===== src/logic/cabinet_macros.svh =====
// Cabinet input adapter constants
// Game select codes as sent by the host, advance stretch length
// and the number of supported games

`ifndef CABINET_MACROS_SVH
`define CABINET_MACROS_SVH

// About 87 ms at 12 MHz
`define CAB_ADV_STRETCH 1048575

`define CAB_GAME_COUNT 10

`define CAB_GAME_ROBOTRON  7'd0
`define CAB_GAME_JOUST     7'd1
`define CAB_GAME_SPLAT     7'd2
`define CAB_GAME_BUBBLES   7'd3
`define CAB_GAME_STARGATE  7'd4
`define CAB_GAME_ALIENAR   7'd5
`define CAB_GAME_SINISTAR  7'd6
`define CAB_GAME_PLAYBALL  7'd7
`define CAB_GAME_LOTTOFUN  7'd8
`define CAB_GAME_SPEEDBALL 7'd9

`endif

===== src/logic/cabinet_pkg.sv =====
// Cabinet adapter types
// Game select, player and coin controls, board panel words
// and trackball coordinates

`default_nettype none

`include "cabinet_macros.svh"

package cabinet_pkg;

	typedef enum logic [6:0] {
		GAME_ROBOTRON  = `CAB_GAME_ROBOTRON,
		GAME_JOUST     = `CAB_GAME_JOUST,
		GAME_SPLAT     = `CAB_GAME_SPLAT,
		GAME_BUBBLES   = `CAB_GAME_BUBBLES,
		GAME_STARGATE  = `CAB_GAME_STARGATE,
		GAME_ALIENAR   = `CAB_GAME_ALIENAR,
		GAME_SINISTAR  = `CAB_GAME_SINISTAR,
		GAME_PLAYBALL  = `CAB_GAME_PLAYBALL,
		GAME_LOTTOFUN  = `CAB_GAME_LOTTOFUN,
		GAME_SPEEDBALL = `CAB_GAME_SPEEDBALL
	} game_t;

	// One player, active high
	typedef struct packed {
		logic fire_f;
		logic fire_e;
		logic fire_d;
		logic fire_c;
		logic fire_b;
		logic fire_a;
		logic up;
		logic down;
		logic left;
		logic right;
	} player_t;

	typedef struct packed {
		logic coin1;
		logic coin2;
		logic start1;
		logic start2;
	} coin_t;

	// Board side ports, btn/ja/jb mostly active low
	typedef struct packed {
		logic [3:0] btn;
		logic [7:0] ja;
		logic [7:0] jb;
		logic [7:0] an0;
		logic [7:0] an1;
		logic [7:0] an2;
		logic [7:0] an3;
	} panel_t;

	typedef logic signed [9:0] track_pos_t;

endpackage

`default_nettype wire


===== src/logic/trackball_if.sv =====
// Trackball bus
// Two accumulated mouse positions and their buttons

`timescale 1ns/10ps
`default_nettype none

interface trackball_if;

	cabinet_pkg::track_pos_t x0;
	cabinet_pkg::track_pos_t y0;
	cabinet_pkg::track_pos_t x1;
	cabinet_pkg::track_pos_t y1;
	logic [1:0]              btns0;
	logic [1:0]              btns1;

	modport accum (output x0, y0, x1, y1, btns0, btns1);

	modport mapper (input x0, y0, x1, y1, btns0, btns1);

endinterface

`default_nettype wire


===== src/logic/cabinet_top.sv =====
// Cabinet input adapter top
// Host controls, mouse packets and status in, game board panel
// ports, switches, feature flags and audio mix out

`timescale 1ns/10ps
`default_nettype none

`include "cabinet_macros.svh"

module cabinet_top #(
	parameter int STRETCH = `CAB_ADV_STRETCH
) (
	input  logic              clk_sys,
	input  logic              reset,
	input  logic              status_reset,
	input  logic              button_reset,
	input  logic              rom_download,
	input  logic              adv_request,
	input  logic              auto_up,
	input  logic [6:0]        game,
	input  logic [9:0]        p1,
	input  logic [9:0]        p2,
	input  logic [3:0]        coins,
	input  logic              mouse_strobe,
	input  logic              mouse_idx,
	input  logic signed [8:0] mouse_dx,
	input  logic signed [8:0] mouse_dy,
	input  logic [7:0]        mouse_flags,
	input  logic [7:0]        audio,
	input  logic [15:0]       speech,
	output logic              game_reset,
	output logic [3:0]        btn,
	output logic [7:0]        ja,
	output logic [7:0]        jb,
	output logic [7:0]        an0,
	output logic [7:0]        an1,
	output logic [7:0]        an2,
	output logic [7:0]        an3,
	output logic [7:0]        sw,
	output logic              blitter_sc2,
	output logic              sinistar,
	output logic              speedball,
	output logic              portrait,
	output logic [16:0]       audio_mix
);

	logic                advance;
	logic                sin_x;
	logic                sin_y;
	cabinet_pkg::panel_t panel;

	trackball_if track ();

	trackball_accum u_accum (
		.clk_sys     (clk_sys),
		.reset       (reset),
		.mouse_strobe(mouse_strobe),
		.mouse_idx   (mouse_idx),
		.mouse_dx    (mouse_dx),
		.mouse_dy    (mouse_dy),
		.mouse_flags (mouse_flags),
		.tb          (track.accum)
	);

	cabinet_control #(.STRETCH(STRETCH)) u_control (
		.clk_sys     (clk_sys),
		.reset       (reset),
		.status_reset(status_reset),
		.button_reset(button_reset),
		.rom_download(rom_download),
		.adv_request (adv_request),
		.p1          (p1),
		.p2          (p2),
		.game_reset  (game_reset),
		.advance     (advance),
		.sin_x       (sin_x),
		.sin_y       (sin_y)
	);

	panel_mapper u_mapper (
		.game       (cabinet_pkg::game_t'(game)), // Out of range codes map to idle
		.p1         (p1),
		.p2         (p2),
		.coins      (coins),
		.game_reset (game_reset),
		.advance    (advance),
		.auto_up    (auto_up),
		.sin_x      (sin_x),
		.sin_y      (sin_y),
		.tb         (track.mapper),
		.audio      (audio),
		.speech     (speech),
		.panel      (panel),
		.sw         (sw),
		.blitter_sc2(blitter_sc2),
		.sinistar   (sinistar),
		.speedball  (speedball),
		.portrait   (portrait),
		.audio_mix  (audio_mix)
	);

	assign btn = panel.btn;
	assign ja  = panel.ja;
	assign jb  = panel.jb;
	assign an0 = panel.an0;
	assign an1 = panel.an1;
	assign an2 = panel.an2;
	assign an3 = panel.an3;

endmodule

`default_nettype wire


===== src/logic/panel_mapper.sv =====
// Panel mapper
// Per game mapping of player, coin and trackball controls onto the
// board's panel ports, plus service switches, board feature flags
// and the audio and speech mix

`timescale 1ns/10ps
`default_nettype none

`include "cabinet_macros.svh"

module panel_mapper (
	input  cabinet_pkg::game_t   game,
	input  cabinet_pkg::player_t p1,
	input  cabinet_pkg::player_t p2,
	input  cabinet_pkg::coin_t   coins,
	input  logic                 game_reset,
	input  logic                 advance,
	input  logic                 auto_up,
	input  logic                 sin_x,
	input  logic                 sin_y,
	trackball_if.mapper          tb,
	input  logic [7:0]           audio,
	input  logic [15:0]          speech,
	output cabinet_pkg::panel_t  panel,
	output logic [7:0]           sw,
	output logic                 blitter_sc2,
	output logic                 sinistar,
	output logic                 speedball,
	output logic                 portrait,
	output logic [16:0]          audio_mix
);

	logic       speech_en;
	logic       coin;
	logic [7:0] twin_stick; // Move on p1 stick, fire on p2 stick
	logic       sin_h;
	logic       sin_v;

	assign coin = coins.coin1 | coins.coin2;
	assign sin_h = p1.right | p1.left | p2.right | p2.left;
	assign sin_v = p1.up | p1.down | p2.up | p2.down;
	assign twin_stick = {p1.fire_d | p2.right, p1.fire_c | p2.left, p1.fire_b | p2.down,
		p1.fire_a | p2.up, p1.right, p1.left, p1.down, p1.up};

	assign sw = {6'h00, advance, auto_up};

	always_comb begin
		panel       = '{btn: 4'hF, ja: 8'hFF, jb: 8'hFF, an0: 8'h80, an1: 8'h80,
			an2: 8'h80, an3: 8'h80};
		blitter_sc2 = 1'b0;
		sinistar    = 1'b0;
		speedball   = 1'b0;
		portrait    = 1'b0;
		speech_en   = 1'b0;

		if (game < `CAB_GAME_COUNT) begin
			panel.btn = {coins.start2, coins.start1, coin, game_reset};
			case (game)
				cabinet_pkg::GAME_ROBOTRON, cabinet_pkg::GAME_SPLAT: begin
					blitter_sc2 = (game == cabinet_pkg::GAME_SPLAT);
					panel.btn   = {coins.start1, coins.start2, coin, game_reset};
					panel.ja    = ~twin_stick;
					panel.jb    = ~twin_stick;
				end
				cabinet_pkg::GAME_JOUST: begin
					panel.ja = ~{5'b00000, p1.fire_a, p1.right, p1.left};
					panel.jb = ~{5'b00000, p2.fire_a, p2.right, p2.left};
				end
				cabinet_pkg::GAME_BUBBLES: begin
					panel.ja = ~{4'b0000, p1.right, p1.left, p1.down, p1.up};
					panel.jb = ~{4'b0000, p2.right, p2.left, p2.down, p2.up};
				end
				cabinet_pkg::GAME_STARGATE: begin // Thrust shared by left and right
					panel.ja = ~{p1.fire_e, p1.up, p1.down, p1.left | p1.right,
						p1.fire_d, p1.fire_c, p1.fire_b, p1.fire_a};
					panel.jb = ~{p2.fire_e, p2.up, p2.down, p2.left | p2.right,
						p2.fire_d, p2.fire_c, p2.fire_b, p2.fire_a};
				end
				cabinet_pkg::GAME_ALIENAR: begin
					panel.btn = {coins.start1, coins.start2, coin, game_reset};
					panel.ja  = ~{2'b00, p1.fire_b, p1.fire_a, p1.right, p1.left, p1.down, p1.up};
					panel.jb  = ~{2'b00, p2.fire_b, p2.fire_a, p2.right, p2.left, p2.down, p2.up};
				end
				cabinet_pkg::GAME_SINISTAR: begin
					sinistar  = 1'b1;
					speech_en = 1'b1;
					portrait  = 1'b1;
					panel.ja  = {sin_x, 2'b00, sin_h, sin_y, 2'b00, sin_v};
					panel.jb  = {sin_x, 2'b00, sin_h, sin_y, 2'b00, sin_v};
				end
				cabinet_pkg::GAME_PLAYBALL: begin
					speech_en = 1'b1;
					portrait  = 1'b1;
					panel.btn = {2'b00, coin, game_reset};
					panel.ja  = ~{4'b0000, coins.start2, p1.right, p1.left, coins.start1};
					panel.jb  = panel.ja;
				end
				cabinet_pkg::GAME_LOTTOFUN: begin
					panel.btn = {coins.start1 | p1.fire_a, 1'b0, coin, game_reset};
					panel.ja  = ~{4'b0000, p1.right, p1.left, p1.down, p1.up};
				end
				cabinet_pkg::GAME_SPEEDBALL: begin
					speedball = 1'b1;
					panel.ja  = {p1.fire_d, p1.fire_c, p1.fire_b, p1.fire_a | tb.btns0[0],
						p1.right, p1.left, p1.down, p1.up};
					panel.jb  = {p2.fire_d, p2.fire_c, p2.fire_b, p2.fire_a | tb.btns1[0],
						p2.right, p2.left, p2.down, p2.up};
					panel.an0 = {~tb.y0[8], tb.y0[7:1]};
					panel.an1 = {~tb.x0[8], tb.x0[7:1]};
					panel.an2 = {~tb.y1[8], tb.y1[7:1]};
					panel.an3 = {~tb.x1[8], tb.x1[7:1]};
				end
				default: ;
			endcase
		end
	end

	assign audio_mix = {1'b0, audio, audio} + (speech_en ? {1'b0, speech} : 17'd0);

endmodule

`default_nettype wire


===== src/logic/cabinet_control.sv =====
// Cabinet control
// Holds the game in reset until a ROM image is loaded, stretches
// the advance request into a long service switch pulse and latches
// the last Sinistar stick directions

`timescale 1ns/10ps
`default_nettype none

`include "cabinet_macros.svh"

module cabinet_control #(
	parameter int STRETCH = `CAB_ADV_STRETCH
) (
	input  logic                 clk_sys,
	input  logic                 reset,
	input  logic                 status_reset,
	input  logic                 button_reset,
	input  logic                 rom_download,
	input  logic                 adv_request,
	input  cabinet_pkg::player_t p1,
	input  cabinet_pkg::player_t p2,
	output logic                 game_reset,
	output logic                 advance,
	output logic                 sin_x,
	output logic                 sin_y
);

	localparam int CW = $clog2(STRETCH + 1);

	logic          download_d;
	logic          rom_loaded;
	logic          adv_d;
	logic          adv_edge;
	logic [CW-1:0] adv_count;

	assign adv_edge = adv_request & ~adv_d;

	always_ff @(posedge clk_sys) begin
		if (reset) begin
			download_d <= 1'b0;
			rom_loaded <= 1'b0;
			game_reset <= 1'b1;
		end else begin
			download_d <= rom_download;
			if (download_d & ~rom_download)
				rom_loaded <= 1'b1; // End of download
			game_reset <= status_reset | button_reset | rom_download | ~rom_loaded;
		end
	end

	// Advance pulse, edge reloads the counter
	always_ff @(posedge clk_sys) begin
		if (reset) begin
			adv_d     <= 1'b0;
			adv_count <= '0;
			advance   <= 1'b0;
		end else begin
			adv_d <= adv_request;
			if (adv_edge)
				adv_count <= CW'(STRETCH);
			else if (adv_count != '0)
				adv_count <= adv_count - 1'b1;
			advance <= (adv_count != '0);
		end
	end

	// Right wins over left, up over down
	always_ff @(posedge clk_sys) begin
		if (reset) begin
			sin_x <= 1'b0;
			sin_y <= 1'b0;
		end else begin
			if (p1.right | p2.right)
				sin_x <= 1'b0;
			else if (p1.left | p2.left)
				sin_x <= 1'b1;

			if (p1.up | p2.up)
				sin_y <= 1'b0;
			else if (p1.down | p2.down)
				sin_y <= 1'b1;
		end
	end

	adv_from_edge: assert property (
		@(posedge clk_sys) disable iff (reset)
		$rose(advance) |-> $past(adv_edge, 2)
	) else $error("advance rose without a request edge");

endmodule

`default_nettype wire


===== src/logic/trackball_accum.sv =====
// Trackball accumulator
// Sums relative mouse motion into two 10 bit positions, one per
// mouse index, and keeps the last button state of each mouse

`timescale 1ns/10ps
`default_nettype none

module trackball_accum (
	input  logic              clk_sys,
	input  logic              reset,
	input  logic              mouse_strobe,
	input  logic              mouse_idx,
	input  logic signed [8:0] mouse_dx,
	input  logic signed [8:0] mouse_dy,
	input  logic [7:0]        mouse_flags,
	trackball_if.accum        tb
);

	always_ff @(posedge clk_sys) begin
		if (reset) begin
			tb.x0    <= '0;
			tb.y0    <= '0;
			tb.x1    <= '0;
			tb.y1    <= '0;
			tb.btns0 <= 2'b00;
			tb.btns1 <= 2'b00;
		end else if (mouse_strobe) begin
			// Deltas sign extend, sums wrap at 10 bits
			if (!mouse_idx) begin
				tb.x0    <= tb.x0 + mouse_dx;
				tb.y0    <= tb.y0 + mouse_dy;
				tb.btns0 <= mouse_flags[1:0];
			end else begin
				tb.x1    <= tb.x1 + mouse_dx;
				tb.y1    <= tb.y1 + mouse_dy;
				tb.btns1 <= mouse_flags[1:0];
			end
		end
	end

	// Host must give a valid index with every packet
	idx_known: assert property (
		@(posedge clk_sys) disable iff (reset)
		mouse_strobe |-> !$isunknown(mouse_idx)
	) else $error("mouse_idx unknown during strobe");

endmodule

`default_nettype wire


===== config.mk =====
export PLATFORM = sky130hd
export DESIGN_NAME = cabinet_top
export DESIGN_NICKNAME = d
export VERILOG_FILES = /design/src/logic/cabinet_pkg.sv /design/src/logic/trackball_if.sv /design/src/logic/cabinet_top.sv /design/src/logic/panel_mapper.sv /design/src/logic/cabinet_control.sv /design/src/logic/trackball_accum.sv
export VERILOG_INCLUDE_DIRS = /design/src /design/src/logic
export SDC_FILE = /design/constraint.sdc
export NUM_CORES = 1
export LEC_CHECK = 0
export BUFFER_PORTS_ARGS = -buffer_cell sky130_fd_sc_hd__buf_2
export CAP_MARGIN = 20
export CORE_UTILIZATION = 57
export DETAILED_ROUTE_END_ITERATION = 16
export HOLD_SLACK_MARGIN = 0.06
export MAX_ROUTING_LAYER = met4
export PLACE_DENSITY = 0.88
export SLEW_MARGIN = 10
export SYNTH_ARGS = -nofsm -noshare
export SYNTH_HDL_FRONTEND = slang
export SYNTH_SLANG_ARGS = --single-unit

===== constraint.sdc =====
create_clock -name clk_sys -period 7.7 [get_ports clk_sys]
set_input_delay 1.54 -clock clk_sys [delete_from_list [all_inputs] [get_ports clk_sys]]
set_output_delay 1.54 -clock clk_sys [all_outputs]
set_load 0.02 [all_outputs]

---- After elaboration in Yosys (flattened, before gate mapping) ----
Cells that the tools add are included.
W data, S select, Z words.
word-level totals
  register bits ........................... 69
  input port bits ......................... 90
  output and inout bits ................... 82
operators by class
  add/sub/neg operators ................... 6
  magnitude comparators ................... 1
  equal/unequal tests ..................... 9
  muxes and demuxes ....................... 16
  bitwise gates (word level) .............. 42
  reduce and logical (&&, ||, !) cells .... 11
operator list
  cell                     count
  $pmux W8 S8              2
  $mux W52                 1
  $add A10 B9 Y10          4
  $mux W20                 2
  $mux W32                 1
  $eq A7 B3 Y1 const B     4
  $not A4 Y8               3
  $not A8 Y8               3
  $or A1 B1 Y1             22
  $reduce_bool A20 Y1      1
  $sub A20 B1 Y20 const B  1
  $add A16 B17 Y17         1
  $mux W16                 1
  $not A3 Y8               2
  $not A6 Y8               2
  $eq A7 B2 Y1 const B     2
  $eq A7 B4 Y1 const B     2
  $pmux W4 S3              1
  $reduce_or A2 Y1         5
  $mux W1                  8
  $not A1 Y1               8
  $eq A7 B1 Y1 const B     1
  $logic_not A7 Y1         1
  $lt A7 B4 Y1 const B     1
  other kinds (4)          6

---- Depth between registers and ports, before layout ----
Gate-level depths: netlist (run 1).
  depth after elaboration ................. 6
  depth in mapped cells ................... 12
  mapped depth without buffers ............ 11

---- Hierarchy ----
From an unflattened synthesis (run 1), not the netlist that was laid out.
unflattened totals
  cells, all modules ...................... 926
  area total of the unflattened synthesis .. 7115.6 sq um
by module, submodules not included
  module           times used  cells an instance  area an instance (sq um)  seq. area each (sq um)
  trackball_accum  1           445                3588.4                    880.8
  panel_mapper     1           326                2140.8                    0.0
  cabinet_control  1           155                1386.3                    540.5

---- Least setup slack after synthesis (run 1) ----
OpenSTA, ideal clock, no wires.
  kind .................................... input-to-output
  start point ............................. input port game[5]
  end point ............................... output port audio_mix[16]
  arrival time ............................ 4.224 ns
  setup slack ............................. 1.936 ns
  stages .................................. 12
  path buffers ............................ 1
  cell sequence ........................... or3_1 nor3_1 clkbuf_1 and2_1 ha_1 fa_1 a211oi_1 o211ai_1 o2111ai_1 o21ai_0 o31ai_1 o21ai_0
on the way
  longest elaborated chain between the ends .. 6
  elaborated cells between the ends (all ways) .. 8
  classes of those cells .................. add/sub: 1; order compare: 1; eq/ne: 2; mux: 3; reduce/logical: 1
ends and longest elaborated chain
  what                                                  line                 text
  from (decl)                                           cabinet_top.sv:20    input logic [6:0] game,
  branches (longest 3 deep; another with $lt A7 B4 Y1)  -
  $mux W1 *                                             panel_mapper.sv:56   if (game < `CAB_GAME_COUNT) begin
  $mux W16 *                                            panel_mapper.sv:118  assign audio_mix = {1'b0, audio, audio} + (speech_en ? {1'b0, speech} : 17'd0);
  $add A16 B17 Y17 *                                    panel_mapper.sv:118
  to (decl)                                             cabinet_top.sv:44    output logic [16:0] audio_mix
Every way passes the cells marked *.

---- Worst setup path after layout (run 1) ----
Same ends and word-level chain as after synthesis.

==> results of run 1 <==
==> stage by stage <==
| stage | std cells | util, % | instance area [sq um] |
|---|---|---|---|
| 6_report | 1052 | 68.6 | 6740 |
| 5_1_grt | 1051 | 68.6 | 6740 |
| 4_1_cts | 1050 | 68.6 | 6730 |
| 3_5_place_dp | 1035 | 66.9 | 6570 |
| 3_3_place_gp | 1035 | 66.9 | 6570 |
| 2_1_floorplan | 790 | - | 5800 |
==> Yosys cell counts (19+ instances only) <==
| library cell | number |
|---|---|
| a21oi_1 | 94 |
| nand2_1 | 81 |
| dfxtp_1 | 65 |
| nor2_1 | 52 |
| o21ai_0 | 50 |
| ha_1 | 49 |
| and2_1 | 41 |
| clkbuf_1 | 33 |
| inv_1 | 29 |
| nor3_1 | 25 |
| xor2_1 | 24 |
| xnor2_1 | 21 |
| or3_1 | 19 |
==> worst max-delay path by stage <==
stage | to | slack [ps] | cells past startpoint
detailed placement | audio_mix[16] | 1250 | 14
global placement | audio_mix[14] | 1310 | 14
global route | audio_mix[14] | 900 | 14
CTS | audio_mix[16] | 1240 | 14
floorplan | audio_mix[16] | 1940 | 12
finish | audio_mix[16] | 1170 | 14
==> metal layers <==
metal | routed length [microns] | global-route usage, % | share of wire [%]
met2 | 7210 | 48.6 | 46
met3 | 1180 | 5.22 | 7.6
met5 | 0 | - | 0
met4 | 447 | 12.1 | 2.9
met1 | 6680 | 36.9 | 43
==> cell families (layout without fill, tap and decap cells) <==
| logic type | after synthesis | in the layout |
|---|---|---|
| AOI/OAI and AO/OA | 241 | 241 |
| xor gates and xnor gates | 45 | 45 |
| other | 1 | 8 |
| adders and majority gates | 54 | 54 |
| muxes | 4 | 4 |
| and+or+nand+nor | 299 | 299 |
| DFF | 65 | 65 |
| buffers and inverters | 76 | 203 |
==> state kept, by name (all words and copies together) (netlist names), 9 cells and up <==
name / flops
u_accum.tb.x0: 9
u_accum.tb.y0: 9
u_control.adv_count: 20
u_accum.tb.x1: 9
u_accum.tb.y1: 9
==> where the power goes <==
| group | internal [W] | total, W | switching (W) |
|---|---|---|---|
| sequential | 0.000362 | 0.000382 | 0.0000200 |
| clock | 0.000123 | 0.000254 | 0.000131 |
| combinational | 0.000109 | 0.000261 | 0.000153 |
| total | 0.000593 | 0.000897 | 0.000304 |
==> layout make-up <==
class                           instances  area (sq um)
Fill cell                             877          3080
Clock buffer                           12           145
Antenna cell                            2          5.00
Tap cell                              133           166
Multi-Input combinational cell        649          4190
Timing Repair Buffer                  159           808
Clock inverter                          3          17.5
Inverter                               29           109
Sequential cell                        65          1300
==> worst max-delay path: cells and delay by family <==
kind                       cells  cell delay (ps)
and+or+nand+nor                3             1240
AOI/OAI and AO/OA              6             1160
buffers and inverters          3              570
adders and majority gates      2              470
==> results.tsv, run 1 <==
stage	metric	value	unit
synthesis	async_flop_share	0	%
power_and_ir_drop	ir_worst_vdd	0.101	mV
cts	htree_levels	3	
route	wl_per_cell	14.7	microns
synthesis	ys_seq_elements	65	
die	num_rows	36	
place	portBuffers	154	
die	start_util	58.9	%
die	fp.dieW	103	microns
synthesis	synth_top_family_by_area	simple AND/OR/NAND/NOR gates	
synthesis	synth_edf_count	0	
cts	numCtsBuffers	9	
global_routing	antenna_found_initial	1	
timing	finalSetupViolCount	0	
timing	fin_crit	6530	ps
setup_path	crit_fanout	17	
setup_path	cpMaxStageDelayCell	or3_1	
timing	fin_skew	7.68	ps
worst_hold_path	min_from	u_control.rom_loaded	
timing	slew_headroom	47.7	%
layout	layout-drive-gt1-share	20.3	%
cts	post_cts_buffers	0	
synthesis	syn-instance-count	785	
die	core	9820	sq um
setup_path	crit_required	6160	ps
timing	hold_violations	0	
route	ant_nets	0	
setup_path	rrSetupSlack	5180	ps
synthesis	synth_compound_area_share	25.5	%
worst_hold_path	hold_depth	1	
setup_path	arrival	4990	ps
outcome	status	completed	
synthesis	synth_flop_cell	dfxtp_1	
synthesis	synth_area_leaders	dfxtp_1 (23%), ha_1 (11%), a21oi_1 (8.1%)	
setup_path	critPathMaxStageDelay	580	ps
cts	cts_tree	built	
route	totalWireLength	15500	microns
layout	syn_to_final_growth	16.6	%
synthesis	ys_seq_area_share	22.5	%
die	dieArea	10500	sq um
layout	nNetsFinal	1057	
synthesis	synthSimpleGateAreaFrac	26.6	%
synthesis	synth_area_leader_cell	dfxtp_1	
synthesis	synthXorXnorAreaFrac	6.82	%
cts	clkLatencyLatePin	350	ps
layout	layout_common_cells	buf_2 (154), a21oi_1 (94), nand2_1 (81)	
cts	cts_resized	0	
route	drtIter0Drc	293	
timing	grt_setup_unrepaired	false	
worst_hold_path	min_path_type	flip-flop to flip-flop	
global_routing	grt_remaining_overflow	0	
place	detailedPlace.worstSlack	1250	ps
route	drt-pass1-iter-count	5	
global_routing	grt_max_degree	69	
cts	hold_buffers	0	
timing	fin_crit_sh	84.9	%
synthesis	yosys.area_share.adder	12.3	%
die	chipHeight	103	microns
synthesis	synth_top_area_share	22.5	%
route	num_vias	6155	
setup_path	r2r_cells	9	
setup_path	crit_path_end_kind	output pin	
global_routing	grt_pass1_vias	5369	
worst_hold_path	holdPathEnd	u_control.game_reset	
setup_path	r2r_start	u_accum.tb.y0[0]	
power_and_ir_drop	p_per_area	133	nW/um^2
global_routing	grt_use_total	30.0	%
cts	root_buffer	clkbuf_8	
cts	path_clk_slew	70	ps
timing	fmax	0.153	GHz
layout	final_common_cell	buf_2	
die	io_pins	172	
setup_path	crit_start	game[5]	
timing	holdWs	393	ps
setup_path	startpoint_type	input port	
place	gp_congestion	0.982	
power_and_ir_drop	p_leak	3.05	nW
synthesis	yosys_warnings	0	
timing	fin_ws	1170	ps
route	drc	0	
job	drv_cap	0	
synthesis	synth_cell_types	55	
cts	clock_path_buffers	2	
timing	slew_viol_final	0	
place	hpwl	11500	microns
cts	cts.sink_count	65	
timing	worst_slew_pin_slew	785	ps
synthesis	syn_area_per_cell	7.36	sq um
setup_path	worstPathCellList	buf_2 -> or3_1 -> nor3_1 -> buf_4 -> and2_1 -> ha_1 -> fa_1 -> a211oi_1 -> o211ai_1 -> o2111ai_1 -> o21ai_0 -> o31ai_1 -> o21ai_0 -> buf_2	
setup_path	rr_endpoint	u_accum.tb.y0[8]	
setup_path	path_class	input port to output pin	
synthesis	syn_area	5780	sq um
synthesis	synthMuxAreaShare	0.758	%
global_routing	grt_pass1_wl	24500	microns
power_and_ir_drop	finalPower	0.000897	W
route	viasPerCell	5.85	
timing	final.setup.tns	0	ps
(Power assumes the default switching activity.)
==> inputs of run 2 (changes only) <==
- ABC_AREA: default -> 1
- CORE_UTILIZATION: 57 -> 49
- PLACE_DENSITY: 0.88 -> 0.79
- clock period: 7.7 -> 5.2 ns (I/O delays scaled with it)
==> run 2 against run 1 <==
  * Via count grew 17%
  * Sequential share of layout area is 2.3 points lower
  * Core utilization is 8.6 points lower
  * Flip-flop and latch count did not move
  * Largest power group is now the clock network
  * Largest cell class unchanged
  * Area after synthesis up 12%
  * Clock power rose to 2.8 times the previous value
  * Clock skew fell by 4.0 ps
  * Non-clock buffer count decreased by 4
  * Worst setup slack worse by 380 ps
  * Highest routed layer unchanged
==> results.tsv, run 2 <==
stage	metric	value	unit	change
synthesis	ys_seq_elements	65		unchanged
synthesis	syn_area	6460	sq um	was 5780 sq um
global_routing	grt_remaining_overflow	0		unchanged
cts	cts_tree	built		unchanged
cts	clock_path_buffers	2		unchanged
setup_path	startpoint_type	input port		unchanged
cts	clkLatencyLatePin	330	ps	was 350 ps
synthesis	synth_common_cells	nand2_1 (245), nor2_1 (174), inv_1 (168), nand3_1 (101), a21oi_1 (73)		was a21oi_1 (94), nand2_1 (81), dfxtp_1 (65), nor2_1 (52), o21ai_0 (50)
power_and_ir_drop	ir_worst_vdd	0.166	mV	was 0.101 mV
die	dieArea	13600	sq um	was 10,500 sq um
cts	cts_resized	0		unchanged
setup_path	cpMaxStageDelayCell	fa_1		was or3_1
die	io_pins	172		unchanged
timing	finalSetupViolCount	0		unchanged
outcome	status	completed		unchanged
timing	fin_crit	4410	ps	
cts	path_clk_slew	50	ps	was 70 ps
timing	final.setup.tns	0	ps	unchanged
setup_path	r2r_start	u_control.adv_count[0]		was u_accum.tb.y0[0]
layout	layout_common_cells	nand2_1 (245), nor2_1 (174), inv_1 (168)		was buf_2 (154), a21oi_1 (94), nand2_1 (81)
cts	htree_levels	3		unchanged
route	drtIter0Drc	411		was 293
place	gp_congestion	0.936		was 0.982
timing	fmax	0.227	GHz	
worst_hold_path	holdPathEnd	u_control.game_reset		unchanged
cts	cts.sink_count	65		unchanged
power_and_ir_drop	p_leak	4.29	nW	was 3.05 nW
place	portBuffers	154		unchanged
route	ant_nets	0		unchanged
global_routing	grt_max_degree	48		was 69
setup_path	rrSetupSlack	3310	ps	was 5180 ps
setup_path	critPathMaxStageDelay	260	ps	was 580 ps
layout	syn_to_final_growth	18.2	%	was 16.6%
layout	largest-register	u_control.adv_count		unchanged
synthesis	syn-instance-count	1088		was 785
layout	layout-drive-gt1-share	16.7	%	was 20.3%
layout	largest_reg_flops	20		unchanged
synthesis	yosys_warnings	0		unchanged
synthesis	synth_area_leaders	dfxtp_1 (20%), nand2_1 (14%), nor2_1 (10%)		was dfxtp_1 (23%), ha_1 (11%), a21oi_1 (8.1%)
timing	hold_violations	0		unchanged
layout	nNetsFinal	1374		was 1,057
synthesis	synth_flop_cell	dfxtp_1		unchanged
die	num_rows	41		was 36
setup_path	crit_fanout	16		was 17
worst_hold_path	hold_depth	1		unchanged
timing	worst_slew_pin_slew	979	ps	was 785 ps
cts	numCtsBuffers	9		unchanged
setup_path	crit_required	4160	ps	was 6160 ps
route	wl_per_cell	12.7	microns	was 14.7 microns
synthesis	synth_edf_count	0		unchanged
die	chipHeight	117	microns	was 103 microns
worst_hold_path	min_from	u_control.rom_loaded		unchanged
global_routing	grt_pass1_wl	28600	microns	was 24,500 microns
cts	post_cts_buffers	0		unchanged
setup_path	crit_path_frequent_cell	nand2_1		
synthesis	synth_cell_types	43		was 55
synthesis	syn_area_per_cell	5.94	sq um	was 7.36 sq um
global_routing	grt_pass1_vias	6343		was 5,369
setup_path	r2r_cells	7		was 9
route	viasPerCell	5.12		was 5.85
setup_path	crit_path_end_kind	output pin		unchanged
synthesis	synth_most_common_cell	nand2_1		was a21oi_1
setup_path	worstPathCellList	buf_2 -> nor2_2 -> nand4_1 -> nor2_1 -> inv_1 -> nor2_1 -> ha_1 -> fa_1 -> nand3_1 -> nand2_1 -> nand3_1 -> nand2_1 -> nand3_1 -> nand2_1 -> nand2_1 -> nand2_1 -> buf_2		was buf_2 -> or3_1 -> nor3_1 -> buf_4 -> and2_1 -> ha_1 -> fa_1 -> a211oi_1 -> o211ai_1 -> o2111ai_1 -> o21ai_0 -> o31ai_1 -> o21ai_0 -> buf_2
power_and_ir_drop	p_per_area	226	nW/um^2	was 133 nW/um^2
route	drc	0		unchanged
route	totalWireLength	17900	microns	was 15,500 microns
global_routing	antenna_found_initial	0		was 1
die	core	12700	sq um	was 9820 sq um
synthesis	synth_area_leader_cell	dfxtp_1		unchanged
timing	holdWs	471	ps	was 393 ps
worst_hold_path	min_path_type	flip-flop to flip-flop		unchanged
timing	fin_crit_sh	84.8	%	
timing	slew_viol_final	0		unchanged
cts	root_buffer	clkbuf_16		was clkbuf_8
setup_path	rr_endpoint	u_control.adv_count[1]		was u_accum.tb.y0[8]
timing	slew_headroom	34.7	%	was 47.7%
cts	hold_buffers	0		unchanged
die	fp.dieW	117	microns	was 103 microns
setup_path	arrival	3370	ps	was 4990 ps
timing	grt_setup_unrepaired	false		unchanged
timing	fin_skew	3.72	ps	was 7.68 ps
job	drv_cap	0		unchanged
synthesis	ys_seq_area_share	20.1	%	was 22.5%
setup_path	path_class	input port to output pin		unchanged
global_routing	grt_use_total	27.2	%	was 30.0%
die	start_util	50.8	%	was 58.9%
synthesis	synth_top_area_share	20.1	%	was 22.5%
layout	final_common_cell	nand2_1		was buf_2
route	num_vias	7202		was 6,155
route	drt-pass1-iter-count	5		unchanged
place	hpwl	13600	microns	was 11,500 microns
synthesis	async_flop_share	0	%	unchanged
-- run 2: changes by cell type after synthesis, moves of 21 or more --
cell and delta:
nor2_1 +122, and2_1 -40, a21oi_1 -21, nand3_1 +89, inv_1 +139, clkbuf_1 -24
nand2_1 +164
-- run 2: layout make-up --
class / instances / area, sq um
Fill cell: 1293 / 5080
Multi-Input combinational cell: 822 / 4330
Sequential cell: 65 / 1300
Timing Repair Buffer: 155 / 778
Inverter: 177 / 667
Clock buffer: 11 / 243
Tap cell: 172 / 215
Clock inverter: 5 / 103
Antenna cell: 1 / 2.50
-- run 2: cell families (layout without fill, tap and decap cells) --
kind of cell,Yosys count,in the layout,share of synthesized area (%)
AND/OR/NAND/NOR,586,586,39.7
buffers and inverters,206,348,13.2
AO/OA/AOI/OAI,155,155,13.1
flip-flops,65,65,20.1
adder cells (fa/ha/maj),54,54,11.0
XOR/XNOR,21,21,2.85
other,1,7,0.0581
-- run 2: where the power goes --
group | switching [W] | internal (W) | total (W)
combinational | 0.000290 | 0.000165 | 0.000455
clock | 0.000223 | 0.000480 | 0.000703
sequential | 0.0000307 | 0.000538 | 0.000568
-- run 2: worst max-delay path by stage --
stage                  from            end
detailed placement  game[5]  audio_mix[14]
finish              game[5]  audio_mix[14]
CTS                 game[5]  audio_mix[14]
global route        game[5]  audio_mix[14]
global placement    game[5]  audio_mix[14]
floorplan           game[5]  audio_mix[10]
-- run 2: metrics by stage --
stage / setup WS, ps / cell area, sq um / instances / total power, W / utilization, %
after floorplan: 1020 / 6480 / 1093 / 0.000909 / -
after global placement: 761 / 7290 / 1391 / 0.00101 / 57.3
after detailed placement: 778 / 7290 / 1391 / 0.00103 / 57.3
after CTS: 762 / 7630 / 1407 / 0.00174 / 60.0
after global routing: 454 / 7630 / 1407 / 0.00183 / 60.0
final: 790 / 7640 / 1408 / 0.00173 / 60.0
-- run 2: per-layer routing --
metal | up-vias | GRT usage (%) | part of all wire [%]
met4 | 0 | 9.54 | 2.4
met1 | 3151 | 33.2 | 46
met3 | 36 | 4.07 | 6.6
met5 | - | - | 0
met2 | 263 | 45.6 | 45
li1 | 3752 | - | -
-- run 2: critical path: cells and delay by family --
kind	cells	cell delay, ps
buf+inv	3	500
fa+ha+maj	2	490
simple gates	12	1320
==> inputs of run 3 (changes only) <==
- CORE_UTILIZATION: 49 -> 55
- PLACE_DENSITY: 0.79 -> 0.84
- clock period: 5.2 -> 4.4 ns (I/O delays scaled with it)
==> run 3 against run 2 <==
  * Flip-flop and latch count unchanged
  * Clock power up 9.8%
  * Clock-buffer cell count down 2
  * Highest routed layer unchanged
==> results.tsv, run 3 (same netlist as run 2, synthesis figures left out) <==
stage	metric	value	unit	change
setup_path	r2r_cells	11		was 7
die	io_pins	172		unchanged
cts	cts.sink_count	65		unchanged
layout	layout-drive-gt1-share	16.8	%	was 16.7%
setup_path	startpoint_type	input port		unchanged
global_routing	grt_pass1_wl	27900	microns	was 28,600 microns
route	num_vias	7372		was 7,202
setup_path	r2r_start	u_accum.tb.y1[0]		was u_control.adv_count[0]
cts	post_cts_buffers	0		unchanged
timing	fin_crit_sh	92.5	%	
die	dieArea	12200	sq um	was 13,600 sq um
timing	finalSetupViolCount	0		unchanged
die	fp.dieW	110	microns	was 117 microns
timing	fmax	0.246	GHz	
cts	cts_resized	0		unchanged
timing	slew_viol_final	0		unchanged
setup_path	worstPathCellList	buf_2 -> inv_1 -> nor2_1 -> inv_1 -> nor2_1 -> ha_1 -> fa_1 -> nand3_1 -> nand2_1 -> nand3_1 -> nand2_1 -> nand3_1 -> nand2_1 -> nand2_1 -> nand2_1 -> buf_2		was buf_2 -> nor2_2 -> nand4_1 -> nor2_1 -> inv_1 -> nor2_1 -> ha_1 -> fa_1 -> nand3_1 -> nand2_1 -> nand3_1 -> nand2_1 -> nand3_1 -> nand2_1 -> nand2_1 -> nand2_1 -> buf_2
cts	numCtsBuffers	9		unchanged
route	totalWireLength	18000	microns	was 17,900 microns
timing	slew_headroom	50.7	%	was 34.7%
setup_path	arrival	3190	ps	was 3370 ps
global_routing	grt_max_degree	48		unchanged
worst_hold_path	min_from	u_control.rom_loaded		unchanged
global_routing	grt_remaining_overflow	0		unchanged
cts	clkLatencyLatePin	340	ps	was 330 ps
die	start_util	56.6	%	was 50.8%
global_routing	grt_use_total	29.9	%	was 27.2%
layout	layout_common_cells	nand2_1 (245), nor2_1 (174), inv_1 (168)		unchanged
layout	final_common_cell	nand2_1		unchanged
route	wl_per_cell	13.1	microns	was 12.7 microns
timing	fin_crit	4070	ps	
layout	largest_reg_flops	20		unchanged
route	drtIter0Drc	647		was 411
power_and_ir_drop	p_leak	4.28	nW	was 4.29 nW
layout	largest-register	u_control.adv_count		unchanged
setup_path	crit_required	3520	ps	was 4160 ps
route	drt-pass1-iter-count	5		unchanged
timing	grt_setup_unrepaired	false		unchanged
cts	htree_levels	3		unchanged
cts	path_clk_slew	50	ps	about the same
place	detailedPlace.worstSlack	337	ps	was 778 ps
place	gp_congestion	0.999		was 0.936
setup_path	path_buf_inv	4		was 3
layout	final_util	66.4	%	was 60.0%
setup_path	cp_top_family	simple AND/OR/NAND/NOR gates		unchanged
route	ant_nets	0		unchanged
die	num_rows	39		was 41
setup_path	crit_path_frequent_cell	nand2_1		unchanged
setup_path	cpMaxStageDelayCell	fa_1		unchanged
setup_path	path_class	input port to output pin		unchanged
layout	nNetsFinal	1375		was 1,374
setup_path	rr_endpoint	u_accum.tb.y1[4]		was u_control.adv_count[1]
setup_path	critPathMaxStageDelay	440	ps	was 260 ps
cts	clock_path_buffers	2		unchanged
power_and_ir_drop	p_per_area	262	nW/um^2	was 226 nW/um^2
route	drc	0		unchanged
global_routing	grt_pass1_vias	6355		was 6,343
die	chipHeight	110	microns	was 117 microns
setup_path	crit_fanout	16		unchanged
layout	instances_no_fill	1380		was 1,408
timing	fin_skew	5.94	ps	was 3.72 ps
timing	final.setup.tns	0	ps	unchanged
die	core	11400	sq um	was 12,700 sq um
timing	fin_ws	329	ps	was 790 ps
cts	cts_tree	built		unchanged
place	portBuffers	154		unchanged
job	drv_cap	0		unchanged
cts	root_buffer	clkbuf_16		unchanged
place	dp.cells	1363		was 1,391
worst_hold_path	min_path_type	flip-flop to flip-flop		unchanged
layout	syn_to_final_growth	17.4	%	was 18.2%
timing	hold_violations	0		unchanged
setup_path	rrSetupSlack	2560	ps	was 3310 ps
route	viasPerCell	5.34		was 5.12
global_routing	antenna_found_initial	0		unchanged
setup_path	crit_path_end_kind	output pin		unchanged
power_and_ir_drop	ir_worst_vdd	0.213	mV	was 0.166 mV
worst_hold_path	hold_depth	1		unchanged
place	hpwl	13600	microns	about the same
timing	worst_slew_pin_slew	738	ps	was 979 ps
worst_hold_path	holdPathEnd	u_control.game_reset		unchanged
cts	hold_buffers	0		unchanged
outcome	status	completed		unchanged
-- run 3: worst max path at each step --
stage                        from             to  slack [ps]  depth (start not counted)
after floorplan           game[5]  audio_mix[10]         540                         11
after global placement    game[1]   audio_mix[8]         360                         12
after detailed placement  game[1]   audio_mix[8]         340                         12
after CTS                 game[1]   audio_mix[8]         320                         12
after global routing      game[5]  audio_mix[14]          70                         17
final                     game[1]  audio_mix[14]         330                         16
-- run 3: power breakdown --
group | internal, W | switching, W | leakage, nW
Sequential | 0.000635 | 0.0000362 | 0.538
Clock | 0.000494 | 0.000277 | 0.144
Combinational | 0.000196 | 0.000346 | 3.59
-- run 3: metrics by stage --
| stage | hold slack [ps] | area [sq um] | total power (W) |
|---|---|---|---|
| 3_5_place_dp | 407 | 7260 | 0.00121 |
| 5_1_grt | 428 | 7580 | 0.00209 |
| 3_3_place_gp | 409 | 7260 | 0.00120 |
| 6_report | 414 | 7580 | 0.00198 |
| 4_1_cts | 419 | 7580 | 0.00199 |
| 2_1_floorplan | 380 | 6480 | 0.00107 |
-- run 3: cell type report --
class	instances	area [sq um]
Fill cell	1057	3830
Clock buffer	9	225
Timing Repair Buffer	156	786
Multi-Input combinational cell	822	4330
Clock inverter	7	95.1
Tap cell	143	179
Antenna cell	1	2.50
Sequential cell	65	1300
Inverter	177	667
-- run 3: layer usage --
| layer | up-vias | share of wire [%] | global-route usage [%] |
|---|---|---|---|
| li1 | 3763 | - | - |
| met1 | 3266 | 44 | 36.7 |
| met2 | 312 | 46 | 51.2 |
| met3 | 31 | 7.2 | 2.76 |
| met4 | 0 | 2.0 | 10.7 |
| met5 | - | 0 | - |
